**src/hdl/mipsIsaPkg.sv**
```systemverilog
// instruction encodings, ALU operation codes, register file sizes and the instruction word union
package mipsIsaPkg;

    localparam int REG_COUNT  = 32;
    localparam int REG_ADDR_W = 5;

    // primary opcodes
    localparam logic [5:0] OP_SPECIAL = 6'h00;
    localparam logic [5:0] OP_J       = 6'h02;
    localparam logic [5:0] OP_BEQ     = 6'h04;
    localparam logic [5:0] OP_BNE     = 6'h05;
    localparam logic [5:0] OP_ADDIU   = 6'h09;
    localparam logic [5:0] OP_LUI     = 6'h0f;
    localparam logic [5:0] OP_LW      = 6'h23;
    localparam logic [5:0] OP_SW      = 6'h2b;

    // function field of OP_SPECIAL
    localparam logic [5:0] FN_BREAK = 6'h0d;
    localparam logic [5:0] FN_ADDU  = 6'h21;
    localparam logic [5:0] FN_SUBU  = 6'h23;
    localparam logic [5:0] FN_AND   = 6'h24;
    localparam logic [5:0] FN_OR    = 6'h25;
    localparam logic [5:0] FN_SLT   = 6'h2a;

    typedef enum logic [2:0] {
        ALU_ADD,
        ALU_SUB,
        ALU_AND,
        ALU_OR,
        ALU_SLT,
        ALU_LUI  // immediate into upper half
    } aluOp_e;

    // one instruction word seen as R, I or J format
    typedef union packed {
        struct packed {
            logic [5:0]            op;
            logic [REG_ADDR_W-1:0] rs;
            logic [REG_ADDR_W-1:0] rt;
            logic [REG_ADDR_W-1:0] rd;
            logic [4:0]            shamt;
            logic [5:0]            funct;
        } rType;
        struct packed {
            logic [5:0]            op;
            logic [REG_ADDR_W-1:0] rs;
            logic [REG_ADDR_W-1:0] rt;
            logic [15:0]           imm16;
        } iType;
        struct packed {
            logic [5:0]  op;
            logic [25:0] target26;
        } jType;
    } instrWord_u;

endpackage

```
**src/hdl/mipsMemPkg.sv**
```systemverilog
// memory bus widths, reset vector and arbiter requester indices
package mipsMemPkg;

    localparam int WORD_W = 32;
    localparam int ADDR_W = 32;  // byte address, low two bits zero

    localparam logic [ADDR_W-1:0] RESET_VECTOR = 32'h0000_0000;

    // requester indices at the arbiter
    localparam logic REQ_LSU   = 1'b0;
    localparam logic REQ_FETCH = 1'b1;

endpackage

```
**src/hdl/memBusIf.sv**
```systemverilog
// memory bus interface between one requester and the arbiter, with its modports
`timescale 1ns/10ps

interface memBusIf;

    logic                            req;     // held until gnt
    logic [mipsMemPkg::ADDR_W-1:0]   addr;
    logic                            wrEn;
    logic [mipsMemPkg::WORD_W-1:0]   wrData;
    logic                            gnt;
    logic [mipsMemPkg::WORD_W-1:0]   rdData;  // valid the cycle after gnt

    modport requester (
        output req, addr, wrEn, wrData,
        input  gnt, rdData
    );

    modport arbiter (
        input  req, addr, wrEn, wrData,
        output gnt, rdData
    );

endinterface

```
**src/hdl/memArbiter.sv**
```systemverilog
// memArbiter: fixed-priority arbiter sharing one memory bus between load/store and fetch
`timescale 1ns/10ps

module memArbiter (
    input  logic                          clk,
    input  logic                          reset_i,
    memBusIf.arbiter                      lsuBus_i,
    memBusIf.arbiter                      fetchBus_i,
    output logic                          memReq_o,
    output logic [mipsMemPkg::ADDR_W-1:0] memAddr_o,
    output logic                          memWrEn_o,
    output logic [mipsMemPkg::WORD_W-1:0] memWrData_o,
    input  logic [mipsMemPkg::WORD_W-1:0] memRdData_i
);

    logic sel;         // requester driving the bus this cycle
    logic owner;       // requester granted on the previous cycle
    logic ownerValid;

    // load/store always wins
    assign sel = lsuBus_i.req ? mipsMemPkg::REQ_LSU : mipsMemPkg::REQ_FETCH;

    assign memReq_o    = lsuBus_i.req | fetchBus_i.req;
    assign memAddr_o   = (sel == mipsMemPkg::REQ_LSU) ? lsuBus_i.addr : fetchBus_i.addr;
    assign memWrData_o = (sel == mipsMemPkg::REQ_LSU) ? lsuBus_i.wrData : fetchBus_i.wrData;
    assign memWrEn_o   = (sel == mipsMemPkg::REQ_LSU) ? lsuBus_i.wrEn : fetchBus_i.wrEn;

    assign lsuBus_i.gnt   = lsuBus_i.req;
    assign fetchBus_i.gnt = fetchBus_i.req & ~lsuBus_i.req;

    always_ff @(posedge clk) begin
        if (reset_i) begin
            owner      <= mipsMemPkg::REQ_FETCH;
            ownerValid <= 1'b0;
        end else begin
            owner      <= sel;
            ownerValid <= memReq_o;
        end
    end

    // returning read data goes to its owner only
    assign lsuBus_i.rdData   = (ownerValid && owner == mipsMemPkg::REQ_LSU) ? memRdData_i : '0;
    assign fetchBus_i.rdData = (ownerValid && owner == mipsMemPkg::REQ_FETCH) ? memRdData_i : '0;

endmodule

```
**src/hdl/fetchUnit.sv**
```systemverilog
// fetchUnit: program counter, one-entry prefetch buffer and branch redirect
`timescale 1ns/10ps

module fetchUnit (
    input  logic                          clk,
    input  logic                          reset_i,
    memBusIf.requester                    bus_o,
    output logic                          instrValid_o,
    output mipsIsaPkg::instrWord_u        instr_o,
    output logic [mipsMemPkg::ADDR_W-1:0] pcPlus4_o,
    input  logic                          instrTake_i,
    input  logic                          redirect_i,
    input  logic [mipsMemPkg::ADDR_W-1:0] redirectPc_i
);

    logic [mipsMemPkg::ADDR_W-1:0] fetchPc;  // next address to request
    logic                          inFlight; // read data returns this cycle
    logic                          stale;    // returning word belongs to a dead path
    logic                          bufLoad;

    // one word in flight at a time, start once the buffer frees up
    assign bus_o.req    = !inFlight && (!instrValid_o || instrTake_i);
    assign bus_o.addr   = fetchPc;
    assign bus_o.wrEn   = 1'b0;
    assign bus_o.wrData = '0;

    assign bufLoad = inFlight && !stale && !redirect_i;

    always_ff @(posedge clk) begin
        if (reset_i) begin
            fetchPc      <= mipsMemPkg::RESET_VECTOR;
            inFlight     <= 1'b0;
            stale        <= 1'b0;
            instrValid_o <= 1'b0;
        end else begin
            inFlight <= bus_o.gnt;
            stale    <= bus_o.gnt && redirect_i;  // granted on the old path
            if (redirect_i) begin
                fetchPc <= redirectPc_i;
            end else if (bus_o.gnt) begin
                fetchPc <= fetchPc + 32'd4;
            end
            if (bufLoad) begin
                instrValid_o <= 1'b1;
            end else if (instrTake_i) begin
                instrValid_o <= 1'b0;  // also covers redirect
            end
        end
    end

    // fetchPc already moved past the returning word
    always_ff @(posedge clk) begin
        if (bufLoad) begin
            instr_o   <= bus_o.rdData;
            pcPlus4_o <= fetchPc;
        end
    end

endmodule

```
**src/hdl/loadStoreUnit.sv**
```systemverilog
// loadStoreUnit: word loads and stores over the shared memory bus
`timescale 1ns/10ps

module loadStoreUnit (
    input  logic                          clk,
    input  logic                          reset_i,
    memBusIf.requester                    bus_o,
    input  logic                          lsStart_i,
    input  logic                          lsWrite_i,
    input  logic [mipsMemPkg::ADDR_W-1:0] lsAddr_i,
    input  logic [mipsMemPkg::WORD_W-1:0] lsData_i,
    output logic                          lsDone_o,
    output logic [mipsMemPkg::WORD_W-1:0] lsLoadData_o
);

    logic                          pending;    // request waiting for gnt
    logic                          storeDone;
    logic                          loadReturn; // read data on the bus now
    logic                          write;
    logic [mipsMemPkg::ADDR_W-1:0] addr;
    logic [mipsMemPkg::WORD_W-1:0] data;

    assign bus_o.req    = pending;
    assign bus_o.addr   = addr;
    assign bus_o.wrEn   = write;
    assign bus_o.wrData = data;

    always_ff @(posedge clk) begin
        if (reset_i) begin
            pending    <= 1'b0;
            storeDone  <= 1'b0;
            loadReturn <= 1'b0;
        end else begin
            storeDone  <= pending && bus_o.gnt && write;
            loadReturn <= pending && bus_o.gnt && !write;
            if (lsStart_i) begin
                pending <= 1'b1;
            end else if (bus_o.gnt) begin
                pending <= 1'b0;
            end
        end
    end

    always_ff @(posedge clk) begin
        if (lsStart_i) begin
            write <= lsWrite_i;
            addr  <= lsAddr_i;
            data  <= lsData_i;
        end
    end

    // both kinds finish one cycle after the grant
    assign lsDone_o     = storeDone | loadReturn;
    assign lsLoadData_o = bus_o.rdData;

endmodule

```
**src/hdl/regFile.sv**
```systemverilog
// regFile: 32 x 32 register file, two read ports, one write port, zero register
`timescale 1ns/10ps

module regFile (
    input  logic                              clk,
    input  logic                              reset_i,
    input  logic [mipsIsaPkg::REG_ADDR_W-1:0] rdAddrA_i,
    input  logic [mipsIsaPkg::REG_ADDR_W-1:0] rdAddrB_i,
    output logic [mipsMemPkg::WORD_W-1:0]     rdDataA_o,
    output logic [mipsMemPkg::WORD_W-1:0]     rdDataB_o,
    input  logic                              wrEn_i,
    input  logic [mipsIsaPkg::REG_ADDR_W-1:0] wrAddr_i,
    input  logic [mipsMemPkg::WORD_W-1:0]     wrData_i
);

    logic [mipsMemPkg::WORD_W-1:0] regs [mipsIsaPkg::REG_COUNT];

    always_ff @(posedge clk) begin
        if (reset_i) begin
            for (int i = 0; i < mipsIsaPkg::REG_COUNT; i++) begin
                regs[i] <= '0;
            end
        end else if (wrEn_i) begin
            regs[wrAddr_i] <= wrData_i;
        end
    end

    // r0 reads zero whatever was written
    assign rdDataA_o = (rdAddrA_i == '0) ? '0 : regs[rdAddrA_i];
    assign rdDataB_o = (rdAddrB_i == '0) ? '0 : regs[rdAddrB_i];

endmodule

```
**src/hdl/execUnit.sv**
```systemverilog
// execUnit: instruction decode, ALU, branch resolution and the memory-wait sequencer
`timescale 1ns/10ps

module execUnit (
    input  logic                              clk,
    input  logic                              reset_i,
    input  logic                              instrValid_i,
    input  mipsIsaPkg::instrWord_u            instr_i,
    input  logic [mipsMemPkg::ADDR_W-1:0]     pcPlus4_i,
    output logic                              instrTake_o,
    output logic                              redirect_o,
    output logic [mipsMemPkg::ADDR_W-1:0]     redirectPc_o,
    output logic [mipsIsaPkg::REG_ADDR_W-1:0] rdAddrA_o,
    output logic [mipsIsaPkg::REG_ADDR_W-1:0] rdAddrB_o,
    input  logic [mipsMemPkg::WORD_W-1:0]     rdDataA_i,
    input  logic [mipsMemPkg::WORD_W-1:0]     rdDataB_i,
    output logic                              wrEn_o,
    output logic [mipsIsaPkg::REG_ADDR_W-1:0] wrAddr_o,
    output logic [mipsMemPkg::WORD_W-1:0]     wrData_o,
    output logic                              lsStart_o,
    output logic                              lsWrite_o,
    output logic [mipsMemPkg::ADDR_W-1:0]     lsAddr_o,
    output logic [mipsMemPkg::WORD_W-1:0]     lsData_o,
    input  logic                              lsDone_i,
    input  logic [mipsMemPkg::WORD_W-1:0]     lsLoadData_i,
    output logic                              halted_o
);

    logic [mipsMemPkg::WORD_W-1:0]     immSext;
    logic [mipsMemPkg::WORD_W-1:0]     opB;
    logic [mipsMemPkg::WORD_W-1:0]     aluResult;
    mipsIsaPkg::aluOp_e                aluOp;
    logic                              aluWrEn;
    logic [mipsIsaPkg::REG_ADDR_W-1:0] aluDst;
    logic                              isLoad;
    logic                              isStore;
    logic                              isBreak;
    logic                              canTake;
    logic                              branchEq;
    logic                              memWait;     // sequencer: ready or waitMem
    logic                              loadPending;
    logic [mipsIsaPkg::REG_ADDR_W-1:0] loadDst;

    assign immSext = {{16{instr_i.iType.imm16[15]}}, instr_i.iType.imm16};
    assign isLoad  = instr_i.iType.op == mipsIsaPkg::OP_LW;
    assign isStore = instr_i.iType.op == mipsIsaPkg::OP_SW;
    assign isBreak = instr_i.rType.op == mipsIsaPkg::OP_SPECIAL &&
                     instr_i.rType.funct == mipsIsaPkg::FN_BREAK;

    assign canTake     = instrValid_i && !memWait && !halted_o;
    assign instrTake_o = canTake;
    assign rdAddrA_o   = instr_i.rType.rs;
    assign rdAddrB_o   = instr_i.rType.rt;

    // decode; loads and stores fall through as base plus offset
    always_comb begin
        aluOp   = mipsIsaPkg::ALU_ADD;
        opB     = immSext;
        aluWrEn = 1'b0;
        aluDst  = instr_i.iType.rt;
        case (instr_i.rType.op)
            mipsIsaPkg::OP_SPECIAL: begin
                opB     = rdDataB_i;
                aluDst  = instr_i.rType.rd;
                aluWrEn = 1'b1;
                case (instr_i.rType.funct)
                    mipsIsaPkg::FN_ADDU: aluOp = mipsIsaPkg::ALU_ADD;
                    mipsIsaPkg::FN_SUBU: aluOp = mipsIsaPkg::ALU_SUB;
                    mipsIsaPkg::FN_AND:  aluOp = mipsIsaPkg::ALU_AND;
                    mipsIsaPkg::FN_OR:   aluOp = mipsIsaPkg::ALU_OR;
                    mipsIsaPkg::FN_SLT:  aluOp = mipsIsaPkg::ALU_SLT;
                    default:             aluWrEn = 1'b0;  // BREAK writes nothing
                endcase
            end
            mipsIsaPkg::OP_ADDIU: aluWrEn = 1'b1;
            mipsIsaPkg::OP_LUI: begin
                aluOp   = mipsIsaPkg::ALU_LUI;
                aluWrEn = 1'b1;
            end
            default: aluWrEn = 1'b0;
        endcase
    end

    always_comb begin
        case (aluOp)
            mipsIsaPkg::ALU_SUB: aluResult = rdDataA_i - opB;
            mipsIsaPkg::ALU_AND: aluResult = rdDataA_i & opB;
            mipsIsaPkg::ALU_OR:  aluResult = rdDataA_i | opB;
            mipsIsaPkg::ALU_SLT: aluResult = {31'd0, $signed(rdDataA_i) < $signed(opB)};
            mipsIsaPkg::ALU_LUI: aluResult = {opB[15:0], 16'h0000};
            default:             aluResult = rdDataA_i + opB;
        endcase
    end

    // no delay slot, targets count from pc + 4
    assign branchEq = rdDataA_i == rdDataB_i;

    always_comb begin
        redirect_o   = 1'b0;
        redirectPc_o = pcPlus4_i + {immSext[29:0], 2'b00};
        case (instr_i.jType.op)
            mipsIsaPkg::OP_BEQ: redirect_o = canTake && branchEq;
            mipsIsaPkg::OP_BNE: redirect_o = canTake && !branchEq;
            mipsIsaPkg::OP_J: begin
                redirect_o   = canTake;
                redirectPc_o = {pcPlus4_i[31:28], instr_i.jType.target26, 2'b00};
            end
            default: redirect_o = 1'b0;
        endcase
    end

    assign lsStart_o = canTake && (isLoad || isStore);
    assign lsWrite_o = isStore;
    assign lsAddr_o  = aluResult;
    assign lsData_o  = rdDataB_i;

    // load data lands in the cycle of lsDone
    assign wrEn_o   = memWait ? (lsDone_i && loadPending) : (canTake && aluWrEn);
    assign wrAddr_o = memWait ? loadDst : aluDst;
    assign wrData_o = memWait ? lsLoadData_i : aluResult;

    always_ff @(posedge clk) begin
        if (reset_i) begin
            memWait     <= 1'b0;
            loadPending <= 1'b0;
            halted_o    <= 1'b0;
        end else begin
            if (lsStart_o) begin
                memWait     <= 1'b1;
                loadPending <= isLoad;
            end else if (lsDone_i) begin
                memWait <= 1'b0;
            end
            if (canTake && isBreak) begin
                halted_o <= 1'b1;  // sticky until reset
            end
        end
    end

    always_ff @(posedge clk) begin
        if (lsStart_o) begin
            loadDst <= instr_i.iType.rt;
        end
    end

endmodule

```
**src/hdl/mipsCore.sv**
```systemverilog
// mipsCore: top level joining fetch, execute, register file, load/store and memory arbiter
`timescale 1ns/10ps

module mipsCore (
    input  logic                          clk,
    input  logic                          reset_i,
    output logic                          memReq_o,
    output logic [mipsMemPkg::ADDR_W-1:0] memAddr_o,
    output logic                          memWrEn_o,
    output logic [mipsMemPkg::WORD_W-1:0] memWrData_o,
    input  logic [mipsMemPkg::WORD_W-1:0] memRdData_i,
    output logic                          halted_o
);

    logic                              instrValid;  // fetch to execute
    mipsIsaPkg::instrWord_u            instr;
    logic [mipsMemPkg::ADDR_W-1:0]     pcPlus4;
    logic                              instrTake;
    logic                              redirect;
    logic [mipsMemPkg::ADDR_W-1:0]     redirectPc;
    logic [mipsIsaPkg::REG_ADDR_W-1:0] rdAddrA;     // register file
    logic [mipsIsaPkg::REG_ADDR_W-1:0] rdAddrB;
    logic [mipsMemPkg::WORD_W-1:0]     rdDataA;
    logic [mipsMemPkg::WORD_W-1:0]     rdDataB;
    logic                              wrEn;
    logic [mipsIsaPkg::REG_ADDR_W-1:0] wrAddr;
    logic [mipsMemPkg::WORD_W-1:0]     wrData;
    logic                              lsStart;     // execute to load/store
    logic                              lsWrite;
    logic [mipsMemPkg::ADDR_W-1:0]     lsAddr;
    logic [mipsMemPkg::WORD_W-1:0]     lsData;
    logic                              lsDone;
    logic [mipsMemPkg::WORD_W-1:0]     lsLoadData;

    memBusIf fetchBus ();
    memBusIf lsuBus ();

    fetchUnit u_fetchUnit (
        .clk          (clk),
        .reset_i      (reset_i),
        .bus_o        (fetchBus.requester),
        .instrValid_o (instrValid),
        .instr_o      (instr),
        .pcPlus4_o    (pcPlus4),
        .instrTake_i  (instrTake),
        .redirect_i   (redirect),
        .redirectPc_i (redirectPc)
    );

    execUnit u_execUnit (
        .clk          (clk),
        .reset_i      (reset_i),
        .instrValid_i (instrValid),
        .instr_i      (instr),
        .pcPlus4_i    (pcPlus4),
        .instrTake_o  (instrTake),
        .redirect_o   (redirect),
        .redirectPc_o (redirectPc),
        .rdAddrA_o    (rdAddrA),
        .rdAddrB_o    (rdAddrB),
        .rdDataA_i    (rdDataA),
        .rdDataB_i    (rdDataB),
        .wrEn_o       (wrEn),
        .wrAddr_o     (wrAddr),
        .wrData_o     (wrData),
        .lsStart_o    (lsStart),
        .lsWrite_o    (lsWrite),
        .lsAddr_o     (lsAddr),
        .lsData_o     (lsData),
        .lsDone_i     (lsDone),
        .lsLoadData_i (lsLoadData),
        .halted_o     (halted_o)
    );

    regFile u_regFile (
        .clk       (clk),
        .reset_i   (reset_i),
        .rdAddrA_i (rdAddrA),
        .rdAddrB_i (rdAddrB),
        .rdDataA_o (rdDataA),
        .rdDataB_o (rdDataB),
        .wrEn_i    (wrEn),
        .wrAddr_i  (wrAddr),
        .wrData_i  (wrData)
    );

    loadStoreUnit u_loadStoreUnit (
        .clk          (clk),
        .reset_i      (reset_i),
        .bus_o        (lsuBus.requester),
        .lsStart_i    (lsStart),
        .lsWrite_i    (lsWrite),
        .lsAddr_i     (lsAddr),
        .lsData_i     (lsData),
        .lsDone_o     (lsDone),
        .lsLoadData_o (lsLoadData)
    );

    memArbiter u_memArbiter (
        .clk         (clk),
        .reset_i     (reset_i),
        .lsuBus_i    (lsuBus.arbiter),
        .fetchBus_i  (fetchBus.arbiter),
        .memReq_o    (memReq_o),
        .memAddr_o   (memAddr_o),
        .memWrEn_o   (memWrEn_o),
        .memWrData_o (memWrData_o),
        .memRdData_i (memRdData_i)
    );

endmodule

```
**config.mk**
```make
export PLATFORM = sky130hd
export DESIGN_NAME = mipsCore
export DESIGN_NICKNAME = d
export VERILOG_FILES = /design/src/hdl/mipsIsaPkg.sv /design/src/hdl/mipsMemPkg.sv /design/src/hdl/memBusIf.sv /design/src/hdl/memArbiter.sv /design/src/hdl/fetchUnit.sv /design/src/hdl/loadStoreUnit.sv /design/src/hdl/regFile.sv /design/src/hdl/execUnit.sv /design/src/hdl/mipsCore.sv
export SDC_FILE = /design/constraint.sdc
export NUM_CORES = 2
export LEC_CHECK = 0
export BUFFER_PORTS_ARGS = -buffer_cell sky130_fd_sc_hd__buf_2
export CORE_MARGIN = 5
export CORE_UTILIZATION = 66
export DETAILED_ROUTE_END_ITERATION = 6
export PLACE_DENSITY_LB_ADDON = 0.1
export SLEW_MARGIN = 20
export SYNTH_ARGS = -nofsm -noshare
export SYNTH_HDL_FRONTEND = slang
export SYNTH_SLANG_ARGS = --single-unit
```
**constraint.sdc**
```tcl
create_clock -name clk -period 23.2 [get_ports clk]
set_clock_uncertainty 0.1 [all_clocks]
set_input_delay 4.64 -clock clk [delete_from_list [all_inputs] [get_ports clk]]
set_output_delay 4.64 -clock clk [all_outputs]
set_load 0.03 [all_outputs]
```
Word-level counts from Yosys, hierarchy flattened

Memories as Yosys holds them, arrays and structs flattened. A register that Yosys moved wholly into a read port is not among the register bits.
Index checks and enable logic that the tools add are counted.

Register bits: 177
Bits in latches: 0
Memory bits (writable): 1024
Input port bits: 34
Memories: 1
Output and inout port bits: 67
Logic and storage cells: 124
Bits in read-only memories: 0

Order comparisons: 1
Shift-type cells: 0
$add $sub $neg: 4
Multiplexer cells: 38
Bitwise logic cells: 7
Divide/modulo/power cells: 0
Eq/ne operators: 19
Multipliers: 0
Reduce and logical (&&, ||, !) cells: 36

Memories:

| name           | depth | width | rd ports | clocked after Yosys merged registers in | wr ports | line          | source |
|---|---|---|---|---|---|---|---|
| u_regFile.regs | 32    | 32    | 2        | 2                                       | 32       | regFile.sv:16 | `logic [mipsMemPkg::WORD_W-1:0] regs [mipsIsaPkg::REG_COUNT];` |

Operators by type and width:

| cell                                          | number |
|---|---|
| two-way mux 32 bit                            | 11 |
| case mux 32 bit (5 select lines)              | 1 |
| adder 32 bit                                  | 2 |
| == test 6 bit, second input constant          | 7 |
| two-way mux 5 bit                             | 7 |
| adder 32 x 3 -> 32 bit, second input constant | 1 |
| bitwise AND 32 bit                            | 1 |
| == test 32 bit                                | 1 |
| less-than comparator 32 bit                   | 1 |
| bitwise OR 32 bit                             | 1 |
| OR reduction 32 bit                           | 1 |
| subtractor 32 bit                             | 1 |
| == test 6 x 4 -> 1 bit, second input constant | 3 |
| logical AND 1 bit                             | 17 |
| two-way mux 1 bit                             | 15 |
| == test 6 x 3 -> 1 bit, second input constant | 2 |
| case mux 3 bit (4 select lines)               | 1 |
| zero test 5 bit                               | 2 |
| zero test 1 bit                               | 8 |
| == test 3 x 2 -> 1 bit, second input constant | 2 |
| == test 3 bit, second input constant          | 2 |
| == test 6 x 2 -> 1 bit, second input constant | 1 |
| zero test 6 bit                               | 1 |
| case mux 3 bit (2 select lines)               | 1 |
| 10 further kinds                              | 15 |

Logic depth before layout (Yosys ltp)

Depth in word-level cells: 11
Depth in mapped cells: 27
Gate-level depth less buffers: 21

Hierarchy

Synthesis repeated with hierarchy kept, for this count alone.

Cells, all modules: 5415
Area, all modules: 70881.7 um2

Modules (own cells, without submodules):

| module        | cells an instance | area an instance (um2) | sequential area each (um2) | times used |
|---|---|---|---|---|
| regFile       | 3555              | 54438.5                | 30749.5                    | 1 |
| execUnit      | 1249              | 8545.7                 | 210.2                      | 1 |
| fetchUnit     | 347               | 4179.0                 | 2622.5                     | 1 |
| loadStoreUnit | 107               | 2298.5                 | 2011.9                     | 1 |
| memArbiter    | 157               | 1420.1                 | 40.0                       | 1 |

Least setup slack after synthesis

OpenSTA, ideal clock, no wires.

Kind: register -> register
Start: register u_execUnit.halted_o
End: register u_execUnit.loadPending
Library setup time: 0.429 ns
Path buffers: 0
Arrival time: 7.973 ns
Clock period less this slack: 8.502 ns
Cell stages (with the launch flop): 5
Slack: 14.698 ns
Required time: 22.672 ns
Cell sequence: dfxtp_1 nor2_1 nand2_1 nor4_1 a211oi_1

Longest elaborated chain between the ends: 3

Ends and longest elaborated chain:

| element                | line            | source |
|---|---|---|
| from (decl)            | execUnit.sv:26  | `output logic halted_o` |
| from (signal assigned) | execUnit.sv:126 | `halted_o <= 1'b0;` |
| from (signal assigned) | execUnit.sv:135 | `halted_o <= 1'b1;` |
| zero test 1 bit        | execUnit.sv:50  | `assign canTake = instrValid_i && !memWait && !halted_o;` |
| logical AND 1 bit      | execUnit.sv:50  |  |
| logical AND 1 bit      | execUnit.sv:112 | `assign lsStart_o = canTake && (isLoad \|\| isStore);` |
| named net lsStart      | mipsCore.sv:28  | `logic lsStart;` |
| to (signal assigned)   | execUnit.sv:130 | `loadPending <= isLoad;` |
| to (decl)              | execUnit.sv:41  | `logic loadPending;` |

The timed path passes the listed nets, and every way through them passes these cells.
A chain may end at the register's enable or synchronous reset.

==> impl_metrics.ini <==
[status]
status = finished, violations left
failed_checks = design-rule violations

[logic_synthesis]
yosysWarnings = 0
synth_enable_flop_cells = 1158
netlist_instances = 5012
synth-async-reset-ratio = 0
synth_cell_types = 82
syn_area_per_cell_um2 = 13.2
ys_ff_latch = 1211
synth_area_leaders = edfxtp_1, mux4_2, nor2_1
syn-num-nets = 5175
yosysTopAreaCell = edfxtp_1
synth_common_cells = edfxtp_1, nor2_1, mux4_2
ys_seq_area_frac = 0.540
post-synth-top-count-cell = edfxtp_1
synth.top_cell.area_share = 0.524
yosys_most_used_dff = edfxtp_1
netlist_area_um2 = 66400

[timing]
setup_viol = 0
hold_viol = 0
timing.hold.ws_ns = 0.367
rsz0062_at_grt = no
maxSlewHeadroom = 0.220
slew_viol_final = 0
finalCritPeriodShare = 0.373
fmax_ghz = 0.116
worst_pin_slew_ns = 1.17
min_period_ns = 8.65
tns_ns = 0

[setup_path]
arrival_ns = 9.11
rrSetupSlack_ns = 14.55
crit_required_ns = 23.67
path_buf_inv = 5
crit_family = buffers and inverters
crit_top_cell = a21oi_1
path_cells = buf_12, buf_12, buf_4, mux4_2, mux4_2, o21ai_0, ha_1, inv_1, a21oi_1, a21oi_1, o21bai_1, a21boi_0, nor3_1, o311ai_1, a311o_1, a21oi_1, a2bb2oi_1, a22oi_2, buf_4, nor2_1
slowest_delay_ns = 0.79
critPathMaxFanout = 86
worstSetupStartpointType = flop
path_class = reg2reg
endpoint_kind = flop
slowest_stage = dfxtp_4

[drt]
via_count = 47400
dr.pass1.iters = 7
topRoutingLayerUsed = met5
drt-initial-drc-count = 7548
dr_wl_met3_mm = 34.3
met2RoutedLength_mm = 102
route.detailed.drc = 1
routedWlPerCell_um = 35.2
drt-met1-wl_mm = 72.7
via_per_inst = 7.47
ant_nets = 0
wl_mm = 223

[floorplanning]
fp.dieH_um = 327
fp.dieW_um = 327
core.rowCount = 116
core_area_um2 = 100000
start_util = 0.664
dieArea_um2 = 107000
io_pins = 101

[cells_and_area]
multi_input_area_um2 = 28500
drive_gt1_frac = 0.234
seq_area_um2 = 35900
synthToLayoutAreaGrowth_pct = 8.80
final_cells = 6343
nets = 5102
fillers = 6547

[global_routing]
overflow = 0
grt_pass1_wl_mm = 318
antenna_found_initial = 12
grt_util_all_layers = 0.414
grt_pass1_vias = 46400
grt_max_degree = 108

[clock_network]
cts_tree = done
insertion_delay_ns = 0.76
max-clock-path-buffers = 3
cts_buffers = 120
cts.clk_slew.worst_paths_ns = 0.06
cts_sinks = 1211
htreeDepth = 3
postCtsSetupRepairBufs = 0
post_cts_resized = 0
cts_hold_buf = 0
root_buffer = clkbuf_16

[place]
hpwl_mm = 137
dp_cells = 6114
port-buffer-count = 100
gp_congestion = 1.01

[hold_path]
hp-start = u_fetchUnit.bus_o.addr[0]
worstHoldPathType = reg2reg

[power_and_ir_drop]
cellLeakagePower_uw = 0.0257
cellPowerDensity_nw_per_um2 = 85.4
irDropWorstVdd_mv = 0.0671

[flow_run]
cap_viol_max_count = 0
-- cell type report --
cell class,instances,area share
Timing Repair Buffer,269,0.0258
Inverter,118,0.00617
Clock inverter,71,0.0104
Multi-Input combinational cell,3219,0.394
Sequential cell,1211,0.497
Antenna cell,3,0.000104
Clock buffer,154,0.0442
Tap cell,1298,0.0225
-- through the flow --
step | total power, uW | util | setup WS (ns) | cell area [um2]
2_1_floorplan | 3580 | - | 14.70 | 66400
3_3_place_gp | 4160 | 0.682 | 14.58 | 68200
3_5_place_dp | 4180 | 0.682 | 14.48 | 68200
4_1_cts | 6100 | 0.722 | 14.40 | 72200
5_1_grt | 6330 | 0.722 | 13.93 | 72200
6_report | 6170 | 0.722 | 14.55 | 72200
-- flip-flops by register name, summed over array words and instances, names as in the netlist, 5 cells and up, named ones only --
register,cells
u_loadStoreUnit.bus_o.wrData,32
u_loadStoreUnit.bus_o.addr,32
u_execUnit.loadDst,5
u_fetchUnit.pcPlus4_o,32
u_fetchUnit.instr_o,32
u_regFile.regs,1024
u_fetchUnit.bus_o.addr,32
-- power breakdown --
part / internal, uW / switching (uW)
Sequential: 2480 / 67.7
Clock: 1110 / 856
Combinational: 530 / 1130
-- layout by cell type (no fill, tap or decap), drive strengths merged, types with 22 or more instances in the layout --
cell	count
nand2	156
dfxtp	53
and3	51
o22ai	76
mux2	40
nor3	28
nand3	37
a211oi	99
nor2b	38
a21oi	181
inv	120
xnor2	66
clkbuf	154
nor2	1127
ha	126
buf	269
mux4	564
o21ai	121
xor2	43
clkinv	52
o21a	22
a22oi	30
edfxtp	1158
a21o	25
and2	44
mux2i	113
-- logic make-up (layout without fill, tap and decap cells) --
| logic type | after synthesis | count (layout) | synth area share |
|---|---|---|---|
| other | 0 | 3 | 0 |
| multiplexers | 717 | 717 | 0.216 |
| XOR/XNOR | 109 | 109 | 0.0144 |
| adder cells (fa/ha/maj) | 129 | 129 | 0.0247 |
| AND/OR/NAND/NOR | 1563 | 1563 | 0.0988 |
| flip-flops | 1211 | 1211 | 0.540 |
| buffers and inverters | 582 | 612 | 0.0374 |
| AO/OA/AOI/OAI | 701 | 701 | 0.0692 |
-- final timing paths --
path / to / cells past startpoint
worst max-delay path: u_regFile.regs[3][30] / 20
worst min register to register: u_fetchUnit.pcPlus4_o[0] / 0
worst max register to register: u_regFile.regs[3][30] / 20
worst min-delay path: u_fetchUnit.pcPlus4_o[0] / 0
-- metal layers --
layer	up-vias	GRT usage
met5	-	0
met1	23400	0.537
met2	4146	0.636
li1	18900	-
met3	881	0.133
met4	12	0.212
Note: power is estimated with default switching activity, not from simulation.
